===== src/tdc_settings.svh =====
// TDC core settings
`ifndef TDC_SETTINGS_SVH
`define TDC_SETTINGS_SVH

`define TDC_SAMPLE_W    16        // samples per CLK40 word
`define TDC_TOT_W       12        // measured value width
`define TDC_EVT_W       16        // event number width
`define TDC_DATA_ID     4'b0100   // top nibble of every word
`define TDC_FIFO_DEPTH  16        // words, power of two
`define TDC_AXI_ADDR_W  6

`define TDC_REG_RESET   6'h00     // any write pulses soft reset
`define TDC_REG_CONFIG  6'h04     // bit 0 enable, bit 1 arm enable
`define TDC_REG_LOST    6'h08
`define TDC_REG_EVENTS  6'h0C
`define TDC_REG_STATUS  6'h10
`define TDC_REG_DATA    6'h14     // read pops the FIFO

`endif


===== src/tdc_pkg.sv =====
// TDC shared types
`include "tdc_settings.svh"

package tdc_pkg;

    typedef logic [`TDC_SAMPLE_W-1:0] sample_t;    // bit 15 oldest, bit 0 newest
    typedef logic [4:0]               ones_t;      // 0 to 16 ones
    typedef logic [`TDC_TOT_W-1:0]    tot_t;
    typedef logic [`TDC_TOT_W:0]      tot_acc_t;   // msb is the overflow bit
    typedef logic [`TDC_EVT_W-1:0]    evt_cnt_t;
    typedef logic [7:0]               lost_cnt_t;  // saturates at 255
    typedef logic [31:0]              tdc_word_t;  // id, event number, value

    // occupancy needs one bit more than the pointers
    typedef logic [$clog2(`TDC_FIFO_DEPTH):0] fifo_cnt_t;

    typedef enum logic [1:0] {
        IDLE  = 2'b00,
        ARMED = 2'b01,
        COUNT = 2'b10
    } hit_state_t;

endpackage


===== src/tdc_meas_if.sv =====
// Measurement handshake interface
`timescale 1ns/1ps

interface tdc_meas_if;

    logic          hit_any;     // registered word has a one
    logic          hit_gap;     // registered word has a zero
    logic          hit_short;   // ones but newest bit low
    logic          start;
    logic          finish;
    logic          short_done;  // finish caused by a short hit
    tdc_pkg::tot_t tot_val;     // valid with finish

    modport counter (output hit_any, hit_gap, hit_short, tot_val,
                     input  start, finish, short_done);

    modport fsm     (input  hit_any, hit_gap, hit_short,
                     output start, finish, short_done);

    modport packer  (input  finish, tot_val);

endinterface


===== src/tdc_hit_fsm.sv =====
// Hit detection state machine
`timescale 1ns/1ps

module tdc_hit_fsm (
    input  logic   CLK40,
    input  logic   RST,
    input  logic   soft_rst,
    input  logic   enable,
    input  logic   arm_enable,
    input  logic   arm,          // synchronous, one cycle
    tdc_meas_if.fsm meas
);

    tdc_pkg::hit_state_t state;
    tdc_pkg::hit_state_t next_state;
    logic                long_hit;

    assign long_hit = meas.hit_any && !meas.hit_short; // pulse reaches newest sample

    always_ff @(posedge CLK40) begin
        if (RST || soft_rst) begin
            state <= tdc_pkg::IDLE;
        end else begin
            state <= next_state;
        end
    end

    always_comb begin
        next_state      = state;
        meas.start      = 1'b0;
        meas.finish     = 1'b0;
        meas.short_done = 1'b0;
        unique case (state)
            tdc_pkg::IDLE: begin
                if (enable && !arm_enable) begin
                    if (long_hit) begin
                        meas.start = 1'b1;
                        next_state = tdc_pkg::COUNT;
                    end else if (meas.hit_short) begin
                        meas.finish     = 1'b1; // whole pulse inside one word
                        meas.short_done = 1'b1;
                    end
                end else if (enable && arm && arm_enable) begin
                    next_state = tdc_pkg::ARMED;
                end
            end
            tdc_pkg::ARMED: begin
                if (!enable) begin
                    next_state = tdc_pkg::IDLE;
                end else if (long_hit) begin
                    meas.start = 1'b1;
                    next_state = tdc_pkg::COUNT;
                end else if (meas.hit_short) begin
                    meas.finish     = 1'b1;
                    meas.short_done = 1'b1;
                    next_state      = tdc_pkg::IDLE; // one pulse per arm
                end
            end
            tdc_pkg::COUNT: begin
                if (meas.hit_gap || !enable) begin
                    meas.finish = 1'b1;
                    next_state  = tdc_pkg::IDLE;
                end
            end
            default: next_state = tdc_pkg::IDLE;
        endcase
    end

    a_start_finish_excl: assert property (@(posedge CLK40) disable iff (RST)
        !(meas.start && meas.finish));

endmodule


===== src/tdc_tot_counter.sv =====
// Time over threshold counter
`timescale 1ns/1ps
`include "tdc_settings.svh"

module tdc_tot_counter (
    input  logic             CLK40,
    input  logic             RST,
    input  logic             soft_rst,
    input  tdc_pkg::sample_t sample,
    tdc_meas_if.counter      meas
);

    tdc_pkg::sample_t  sample_q;
    tdc_pkg::ones_t    ones;
    tdc_pkg::tot_acc_t acc;
    tdc_pkg::tot_acc_t acc_sum;
    logic              counting;   // mirrors the COUNT state
    logic              overflow;

    always_ff @(posedge CLK40) begin
        if (RST) begin
            sample_q <= '0;
        end else begin
            sample_q <= sample;
        end
    end

    always_comb begin
        ones = '0;
        for (int i = 0; i < `TDC_SAMPLE_W; i++) begin
            ones = ones + tdc_pkg::ones_t'(sample_q[i]);
        end
    end

    assign meas.hit_any   = |sample_q;
    assign meas.hit_gap   = |(~sample_q);
    assign meas.hit_short = meas.hit_any && !sample_q[0];

    assign acc_sum  = acc + tdc_pkg::tot_acc_t'(ones);
    assign overflow = acc_sum[`TDC_TOT_W];

    always_ff @(posedge CLK40) begin
        if (RST || soft_rst) begin
            acc      <= '0;
            counting <= 1'b0;
        end else begin
            if (meas.start) begin
                acc      <= tdc_pkg::tot_acc_t'(ones);
                counting <= 1'b1;
            end else if (counting) begin
                if (overflow || acc == '0) begin
                    acc <= '0;            // stuck at zero until next start
                end else begin
                    acc <= acc_sum;
                end
            end
            if (meas.finish) begin
                counting <= 1'b0;
            end
        end
    end

    assign meas.tot_val = meas.short_done ? tdc_pkg::tot_t'(ones) :
                          (!overflow && acc != '0) ? acc_sum[`TDC_TOT_W-1:0] : '0;

    a_ones_range: assert property (@(posedge CLK40) disable iff (RST)
        ones <= `TDC_SAMPLE_W);

endmodule


===== src/tdc_event_packer.sv =====
// Event word packer
`timescale 1ns/1ps
`include "tdc_settings.svh"

module tdc_event_packer (
    input  logic               CLK40,
    input  logic               RST,
    input  logic               soft_rst,
    tdc_meas_if.packer         meas,
    input  logic               fifo_full,
    output logic               fifo_wr,
    output tdc_pkg::tdc_word_t fifo_wdata,
    output tdc_pkg::evt_cnt_t  event_cnt,
    output tdc_pkg::lost_cnt_t lost_cnt
);

    logic lost_sat;

    assign lost_sat = (lost_cnt == '1);

    // word goes in on the edge that closes the finish cycle
    assign fifo_wr    = meas.finish && !fifo_full;
    assign fifo_wdata = {`TDC_DATA_ID, event_cnt, meas.tot_val};

    always_ff @(posedge CLK40) begin
        if (RST || soft_rst) begin
            event_cnt <= '0;
        end else if (meas.finish) begin
            event_cnt <= event_cnt + 1'b1; // counts dropped words too
        end
    end

    always_ff @(posedge CLK40) begin
        if (RST || soft_rst) begin
            lost_cnt <= '0;
        end else if (meas.finish && fifo_full && !lost_sat) begin
            lost_cnt <= lost_cnt + 1'b1;
        end
    end

endmodule


===== src/tdc_event_fifo.sv =====
// Event word FIFO
`timescale 1ns/1ps
`include "tdc_settings.svh"

module tdc_event_fifo (
    input  logic               CLK40,
    input  logic               RST,
    input  logic               soft_rst,
    input  logic               wr,
    input  logic               rd,
    input  tdc_pkg::tdc_word_t wdata,
    output tdc_pkg::tdc_word_t rdata,
    output logic               full,
    output logic               empty,
    output tdc_pkg::fifo_cnt_t count
);

    localparam int AW = $clog2(`TDC_FIFO_DEPTH);

    tdc_pkg::tdc_word_t mem [`TDC_FIFO_DEPTH];
    logic [AW-1:0]      wr_ptr;
    logic [AW-1:0]      rd_ptr;
    logic               wr_en;
    logic               rd_en;

    assign wr_en = wr && !full;
    assign rd_en = rd && !empty;

    always_ff @(posedge CLK40) begin
        if (wr_en) begin
            mem[wr_ptr] <= wdata;
        end
    end

    always_ff @(posedge CLK40) begin
        if (RST || soft_rst) begin
            wr_ptr <= '0;
            rd_ptr <= '0;
            count  <= '0;
        end else begin
            if (wr_en) wr_ptr <= wr_ptr + 1'b1;  // wraps at depth
            if (rd_en) rd_ptr <= rd_ptr + 1'b1;
            case ({wr_en, rd_en})
                2'b10:   count <= count + 1'b1;
                2'b01:   count <= count - 1'b1;
                default: count <= count;
            endcase
        end
    end

    assign rdata = mem[rd_ptr];  // head word always visible
    assign full  = (count == tdc_pkg::fifo_cnt_t'(`TDC_FIFO_DEPTH));
    assign empty = (count == '0);

    a_no_wr_full:  assert property (@(posedge CLK40) disable iff (RST) wr |-> !full);
    a_no_rd_empty: assert property (@(posedge CLK40) disable iff (RST) rd |-> !empty);

endmodule


===== src/tdc_axil_regs.sv =====
// AXI4-Lite register block
`timescale 1ns/1ps
`include "tdc_settings.svh"

module tdc_axil_regs (
    input  logic                       CLK40,
    input  logic                       RST,
    input  logic [`TDC_AXI_ADDR_W-1:0] awaddr,
    input  logic                       awvalid,
    output logic                       awready,
    input  logic [31:0]                wdata,
    input  logic [3:0]                 wstrb,
    input  logic                       wvalid,
    output logic                       wready,
    output logic [1:0]                 bresp,
    output logic                       bvalid,
    input  logic                       bready,
    input  logic [`TDC_AXI_ADDR_W-1:0] araddr,
    input  logic                       arvalid,
    output logic                       arready,
    output logic [31:0]                rdata,
    output logic [1:0]                 rresp,
    output logic                       rvalid,
    input  logic                       rready,
    output logic                       enable,
    output logic                       arm_enable,
    output logic                       soft_rst,
    output logic                       fifo_pop,
    input  tdc_pkg::evt_cnt_t          event_cnt,
    input  tdc_pkg::lost_cnt_t         lost_cnt,
    input  tdc_pkg::tdc_word_t         fifo_rdata,
    input  logic                       fifo_empty,
    input  tdc_pkg::fifo_cnt_t         fifo_count
);

    logic        wr_hs;
    logic        rd_hs;
    logic [31:0] rd_mux;

    // address and data accepted together, one at a time
    assign wr_hs   = awvalid && wvalid && !bvalid;
    assign awready = wr_hs;
    assign wready  = wr_hs;
    assign bresp   = 2'b00;

    always_ff @(posedge CLK40) begin
        if (RST) begin
            bvalid     <= 1'b0;
            soft_rst   <= 1'b0;
            enable     <= 1'b0;
            arm_enable <= 1'b0;
        end else begin
            soft_rst <= wr_hs && (awaddr == `TDC_REG_RESET);
            if (wr_hs) begin
                bvalid <= 1'b1;
            end else if (bready) begin
                bvalid <= 1'b0;
            end
            if (wr_hs && awaddr == `TDC_REG_CONFIG && wstrb[0]) begin
                enable     <= wdata[0];
                arm_enable <= wdata[1];
            end
        end
    end

    assign arready  = !rvalid;
    assign rd_hs    = arvalid && arready;
    assign rresp    = 2'b00;
    assign fifo_pop = rd_hs && (araddr == `TDC_REG_DATA) && !fifo_empty;

    always_comb begin
        case (araddr)
            `TDC_REG_CONFIG: rd_mux = {30'b0, arm_enable, enable};
            `TDC_REG_LOST:   rd_mux = 32'(lost_cnt);
            `TDC_REG_EVENTS: rd_mux = 32'(event_cnt);
            `TDC_REG_STATUS: rd_mux = {19'b0, fifo_count, 7'b0, fifo_empty};
            `TDC_REG_DATA:   rd_mux = fifo_empty ? 32'b0 : fifo_rdata;
            default:         rd_mux = 32'b0;   // reset register and unmapped
        endcase
    end

    always_ff @(posedge CLK40) begin
        if (RST) begin
            rvalid <= 1'b0;
        end else if (rd_hs) begin
            rvalid <= 1'b1;
        end else if (rready) begin
            rvalid <= 1'b0;
        end
    end

    always_ff @(posedge CLK40) begin
        if (rd_hs) begin
            rdata <= rd_mux;
        end
    end

    a_bvalid_hold: assert property (@(posedge CLK40) disable iff (RST)
        bvalid && !bready |=> bvalid);

endmodule


===== src/tdc_core.sv =====
// TDC core top level
`timescale 1ns/1ps
`include "tdc_settings.svh"

module tdc_core (
    input  logic                       CLK40,
    input  logic                       RST,
    input  tdc_pkg::sample_t           sample,
    input  logic                       arm,
    input  logic [`TDC_AXI_ADDR_W-1:0] awaddr,
    input  logic                       awvalid,
    output logic                       awready,
    input  logic [31:0]                wdata,
    input  logic [3:0]                 wstrb,
    input  logic                       wvalid,
    output logic                       wready,
    output logic [1:0]                 bresp,
    output logic                       bvalid,
    input  logic                       bready,
    input  logic [`TDC_AXI_ADDR_W-1:0] araddr,
    input  logic                       arvalid,
    output logic                       arready,
    output logic [31:0]                rdata,
    output logic [1:0]                 rresp,
    output logic                       rvalid,
    input  logic                       rready
);

    logic               enable;
    logic               arm_enable;
    logic               soft_rst;
    logic               fifo_pop;
    logic               fifo_wr;
    logic               fifo_full;
    logic               fifo_empty;
    tdc_pkg::tdc_word_t fifo_wdata;
    tdc_pkg::tdc_word_t fifo_rdata;
    tdc_pkg::fifo_cnt_t fifo_count;
    tdc_pkg::evt_cnt_t  event_cnt;
    tdc_pkg::lost_cnt_t lost_cnt;

    tdc_meas_if meas ();

    tdc_tot_counter i_tot_counter (
        .CLK40, .RST, .soft_rst, .sample,
        .meas (meas.counter)
    );

    tdc_hit_fsm i_hit_fsm (
        .CLK40, .RST, .soft_rst, .enable, .arm_enable, .arm,
        .meas (meas.fsm)
    );

    tdc_event_packer i_event_packer (
        .CLK40, .RST, .soft_rst,
        .meas       (meas.packer),
        .fifo_full, .fifo_wr, .fifo_wdata, .event_cnt, .lost_cnt
    );

    tdc_event_fifo i_event_fifo (
        .CLK40, .RST, .soft_rst,
        .wr    (fifo_wr),
        .rd    (fifo_pop),
        .wdata (fifo_wdata),
        .rdata (fifo_rdata),
        .full  (fifo_full),
        .empty (fifo_empty),
        .count (fifo_count)
    );

    tdc_axil_regs i_axil_regs (
        .CLK40, .RST,
        .awaddr, .awvalid, .awready, .wdata, .wstrb, .wvalid, .wready,
        .bresp, .bvalid, .bready,
        .araddr, .arvalid, .arready, .rdata, .rresp, .rvalid, .rready,
        .enable, .arm_enable, .soft_rst, .fifo_pop,
        .event_cnt, .lost_cnt, .fifo_rdata, .fifo_empty, .fifo_count
    );

endmodule


===== config.mk =====
export PLATFORM = sky130hd
export DESIGN_NAME = tdc_core
export DESIGN_NICKNAME = d
export VERILOG_FILES = /design/src/tdc_pkg.sv /design/src/tdc_meas_if.sv /design/src/tdc_hit_fsm.sv /design/src/tdc_tot_counter.sv /design/src/tdc_event_packer.sv /design/src/tdc_event_fifo.sv /design/src/tdc_axil_regs.sv /design/src/tdc_core.sv
export VERILOG_INCLUDE_DIRS = /design/src /design/src/src
export SDC_FILE = /design/constraint.sdc
export NUM_CORES = 1
export LEC_CHECK = 0
export BUFFER_PORTS_ARGS = -buffer_cell sky130_fd_sc_hd__buf_4
export CORE_UTILIZATION = 56
export DETAILED_ROUTE_END_ITERATION = 10
export PLACE_DENSITY = 0.81
export REMOVE_ABC_BUFFERS = 1
export SYNTH_ARGS = -nofsm -noshare
export SYNTH_HDL_FRONTEND = slang
export SYNTH_SLANG_ARGS = --single-unit

===== constraint.sdc =====
create_clock -name CLK40 -period 18.4 [get_ports CLK40]
set_input_delay 3.68 -clock CLK40 [delete_from_list [all_inputs] [get_ports CLK40]]
set_output_delay 3.68 -clock CLK40 [all_outputs]
set_load 0.02 [all_outputs]

==> results by group <==
Worst setup path
  – CP peak stage delay: 150 ps
  – CP startpoint: awvalid
  – Crit path depth: 4
  – Worst-path cell chain: buf_4 > nand3b_1 > inv_1 > buf_4
  – Reg-to-reg startpoint: i_tot_counter.sample_q[0]
  – Startpoint Class: primary input
  – CP Max Fanout: 3
  – Worst Reg2Reg Path Length in Cells: 19
  – Crit end category: output pin
  – Crit Path Class: primary input to output pin
  – Critical Path RT: 14720 ps
  – Crit path buf inv count: 3
  – Reg-to-reg slack, setup: 11290 ps
  – Most common cell on crit path: buf_4
  – Critical Path End: wready
  – Top Family by Delay on Critical Path: buffers and inverters
  – Cell at the slowest stage of the critical path: buf_4
  – R2r endpoint: i_event_fifo.mem[14][1]
  – Critical path data arrival time: 4120 ps

Power and ir drop
  – Clk pwr share: around 43%
  – Leak Pwr: 8.302 nW
  – Switching Fraction: 20.22%
  – PD cells: 99.43 nW/um2
  – Sw power: around 0.52 mW
  – Max IR drop VDD: roughly 0.00006 V
  – Internal power: 2.038 mW
  – Seq pwr share: between 50% and 60%
  – Combinational fraction of design power: 3.6%

Finish
  – Layout area overhead: 12.88%
  – Area occupied by multi-input gates: 6435 um2
  – Commonest cells after routing, fill and taps aside: edfxtp_1, mux4_2, buf_4, dfxtp_1, nand2_1
  – Register area: 15900 um2
  – Nets: about 1500
  – Commonest non-fill, non-tap cell in the layout: edfxtp_1
  – Ratio of cells with drive above 1 in the final layout: 25.32%
  – Post-route cell area: between 20000 and 30000 um2
  – Final Util: between 60% and 70%
  – Ant diodes: 0
  – Fillcell total: 2531

STA
  – RSZ-0062 raised after global routing: no
  – Achievable Freq: ~0.13 GHz
  – Hold Vio Cnt, Final: 0
  – Post-route minimum period: 7804 ps
  – Final setup viols: 0
  – Worst-margin pin slew: about 1200 ps
  – Final hold slack: 499.7 ps
  – Setup tns final: 0 ps
  – Clk_skew: 29.10 ps
  – Period utilisation layout: between 40% and 50%
  – Final worst slack: approximately 11000 ps
  – Slew HR: 17.78%
  – Slew Limit Fails: 0

GRT
  – Initial antenna violation count: 0
  – Vias in the first global route: 12744
  – Remaining Overflow, GRT: 0
  – Total track usage: between 20% and 30%
  – Largest net degree at the start of global routing: 65
  – Global-route wire length before repair: 78070 um

Clock network
  – Root Buffer: clkbuf_16
  – Clock sinks: 555
  – Reg clk slew, reported paths: 60 ps
  – Post-CTS resize count: 0
  – Setup Fix Bufs, Post-CTS: 0
  – Total CTS buffers: 53
  – Cts hold-fix bufs: 0
  – Clock Latency Late Sink: 610 ps
  – CTS tree: done
  – H-tree levels: 2
  – Clock Path Buffers: 3

Min path
  – Hold Crit Class: flip-flop to flip-flop

Status
  – Status: complete, no violations

Yosys
  – Post-Syn Instances: around 1300
  – Ys flop type: edfxtp_1
  – Unique masters post-synth: 67
  – Warnings from Yosys: 0
  – Number of enable flip-flop cells after synthesis: 477
  – Synth Register Bits: 555
  – Sequential fraction of the synthesis area: 69.77%
  – FFs w/ async S/R, synth: 0%
  – Mean Syn Cell Area: 17.80 um2
  – Post-Syn Area: 22770 um2

Floorplanning
  – FP Rows: 73
  – Die Y: approximately 200 um
  – Core Box Area: ~40000 um2
  – Die Width: 203.6 um
  – Initial Util: 57.04%
  – I/O Pins: 113
  – Die area: 41470 um2

Route
  – WL final: 52050 um
  – Antenna-violating nets left: 0
  – 1st-iter DRT viols: 1390
  – Vias per cell: 6.494
  – DRC viols: 0
  – DR vias: 12566
  – First-pass DRT Iterations: 6
  – WL per Instance: 26.90 um

Placement
  – Post-DP Area: 23900 um2
  – Gpl congestion: 0.8713
  – PortBufs: 72
  – DP Wirelength: 29400 um
  – Pre-CTS setup slack: 10590 ps

Run
  – Max_cap viols: 0
-- state kept, by name (all words and copies together), names as in the netlist, named ones only --
| name | cells |
|---|---|
| i_axil_regs.arm_enable | 1 |
| i_hit_fsm.state | 2 |
| i_event_fifo.rd_ptr | 4 |
| i_axil_regs.enable | 1 |
| i_event_fifo.count | 5 |
| i_tot_counter.acc | 13 |
| i_tot_counter.sample_q | 16 |
| i_event_fifo.mem | 448 |
| i_event_packer.event_cnt | 16 |
| i_axil_regs.rdata | 29 |
| i_axil_regs.bvalid | 1 |
| i_axil_regs.rvalid | 1 |
| i_axil_regs.soft_rst | 1 |
| i_event_packer.lost_cnt | 8 |
| i_event_fifo.wr_ptr | 4 |
| i_tot_counter.counting | 1 |
-- cells by family (layout without fill, tap and decap cells) --
family | count (synthesis) | in the layout | synth area share, %
AOI/OAI and AO/OA | 139 | 139 | 4.204
xor gates and xnor gates | 14 | 14 | 0.5386
adders and majority gates | 37 | 37 | 2.429
buffers and inverters | 118 | 243 | 2.572
DFF | 555 | 555 | 69.77
muxes | 153 | 153 | 14.43
other | 1 | 7 | 0.01647
and+or+nand+nor | 262 | 262 | 6.040
-- per-stage QoR --
step | cells | power (mW)
floorplan | 1211 | 1.442
global placement | 1836 | 1.469
detailed placement | 1836 | 1.472
CTS | 1935 | 2.572
global route | 1935 | 2.627
finish | 1935 | 2.555
-- cell usage after synthesis (all sizes together), types with 6 or more instances --
library cell / n / share of area, %
buf: 39 / 1.3
mux2i: 12 / 0.53
nor3: 17 / 0.40
inv: 43 / 0.71
nand3: 30 / 0.66
dfxtp: 78 / 6.9
ha: 25 / 1.4
clkbuf: 35 / 0.58
o31ai: 13 / 0.43
or3: 7 / 0.19
o21ai: 22 / 0.48
nor4: 9 / 0.27
fa: 12 / 1.1
mux4: 140 / 14
or4: 16 / 0.53
edfxtp: 477 / 63
nor2: 49 / 0.82
nor2b: 21 / 0.58
a21oi: 34 / 0.75
nand2: 55 / 0.91
nand4: 13 / 0.36
a31oi: 11 / 0.37
o2111ai: 6 / 0.23
and3: 11 / 0.30
and2: 20 / 0.55
xnor2: 9 / 0.35
-- how the worst min path moves through the flow --
stage / end / from / cells after the start / slack [ps]
6_report: i_axil_regs.rvalid / i_axil_regs.rvalid / 1 / 500
3_3_place_gp: i_event_packer.lost_cnt[6] / i_event_packer.lost_cnt[6] / 2 / 470
2_1_floorplan: i_event_packer.lost_cnt[6] / i_event_packer.lost_cnt[6] / 2 / 460
4_1_cts: i_event_packer.lost_cnt[6] / i_event_packer.lost_cnt[6] / 2 / 500
3_5_place_dp: i_event_packer.lost_cnt[6] / i_event_packer.lost_cnt[6] / 2 / 490
5_1_grt: i_axil_regs.rvalid / i_axil_regs.rvalid / 1 / 510
-- power groups by stage --
stage          combinational, mW  sequential [mW]  clock [mW]
2_1_floorplan             0.0558             1.39           0
3_3_place_gp              0.0874             1.38           0
3_5_place_dp              0.0900             1.38           0
4_1_cts                   0.0903             1.36        1.13
5_1_grt                    0.101             1.35        1.17
6_report                  0.0907             1.36        1.11
-- layer usage --
layer,share of wire (%),track usage (%)
met5,0,0
met4,3.4,9.721
met3,9.3,4.442
met2,51,43.82
met1,36,33.59
-- cell type report --
type                       count  share of cell area, %
clock buffer                  72                  5.755
clock inverter                27                  1.232
inverter                      44                 0.6427
multi-input combinational    612                  25.04
sequential                   555                  61.85
tap                          525                  2.556
timing repair buffer         100                  2.921
Note: power is estimated with default switching activity, not from simulation.
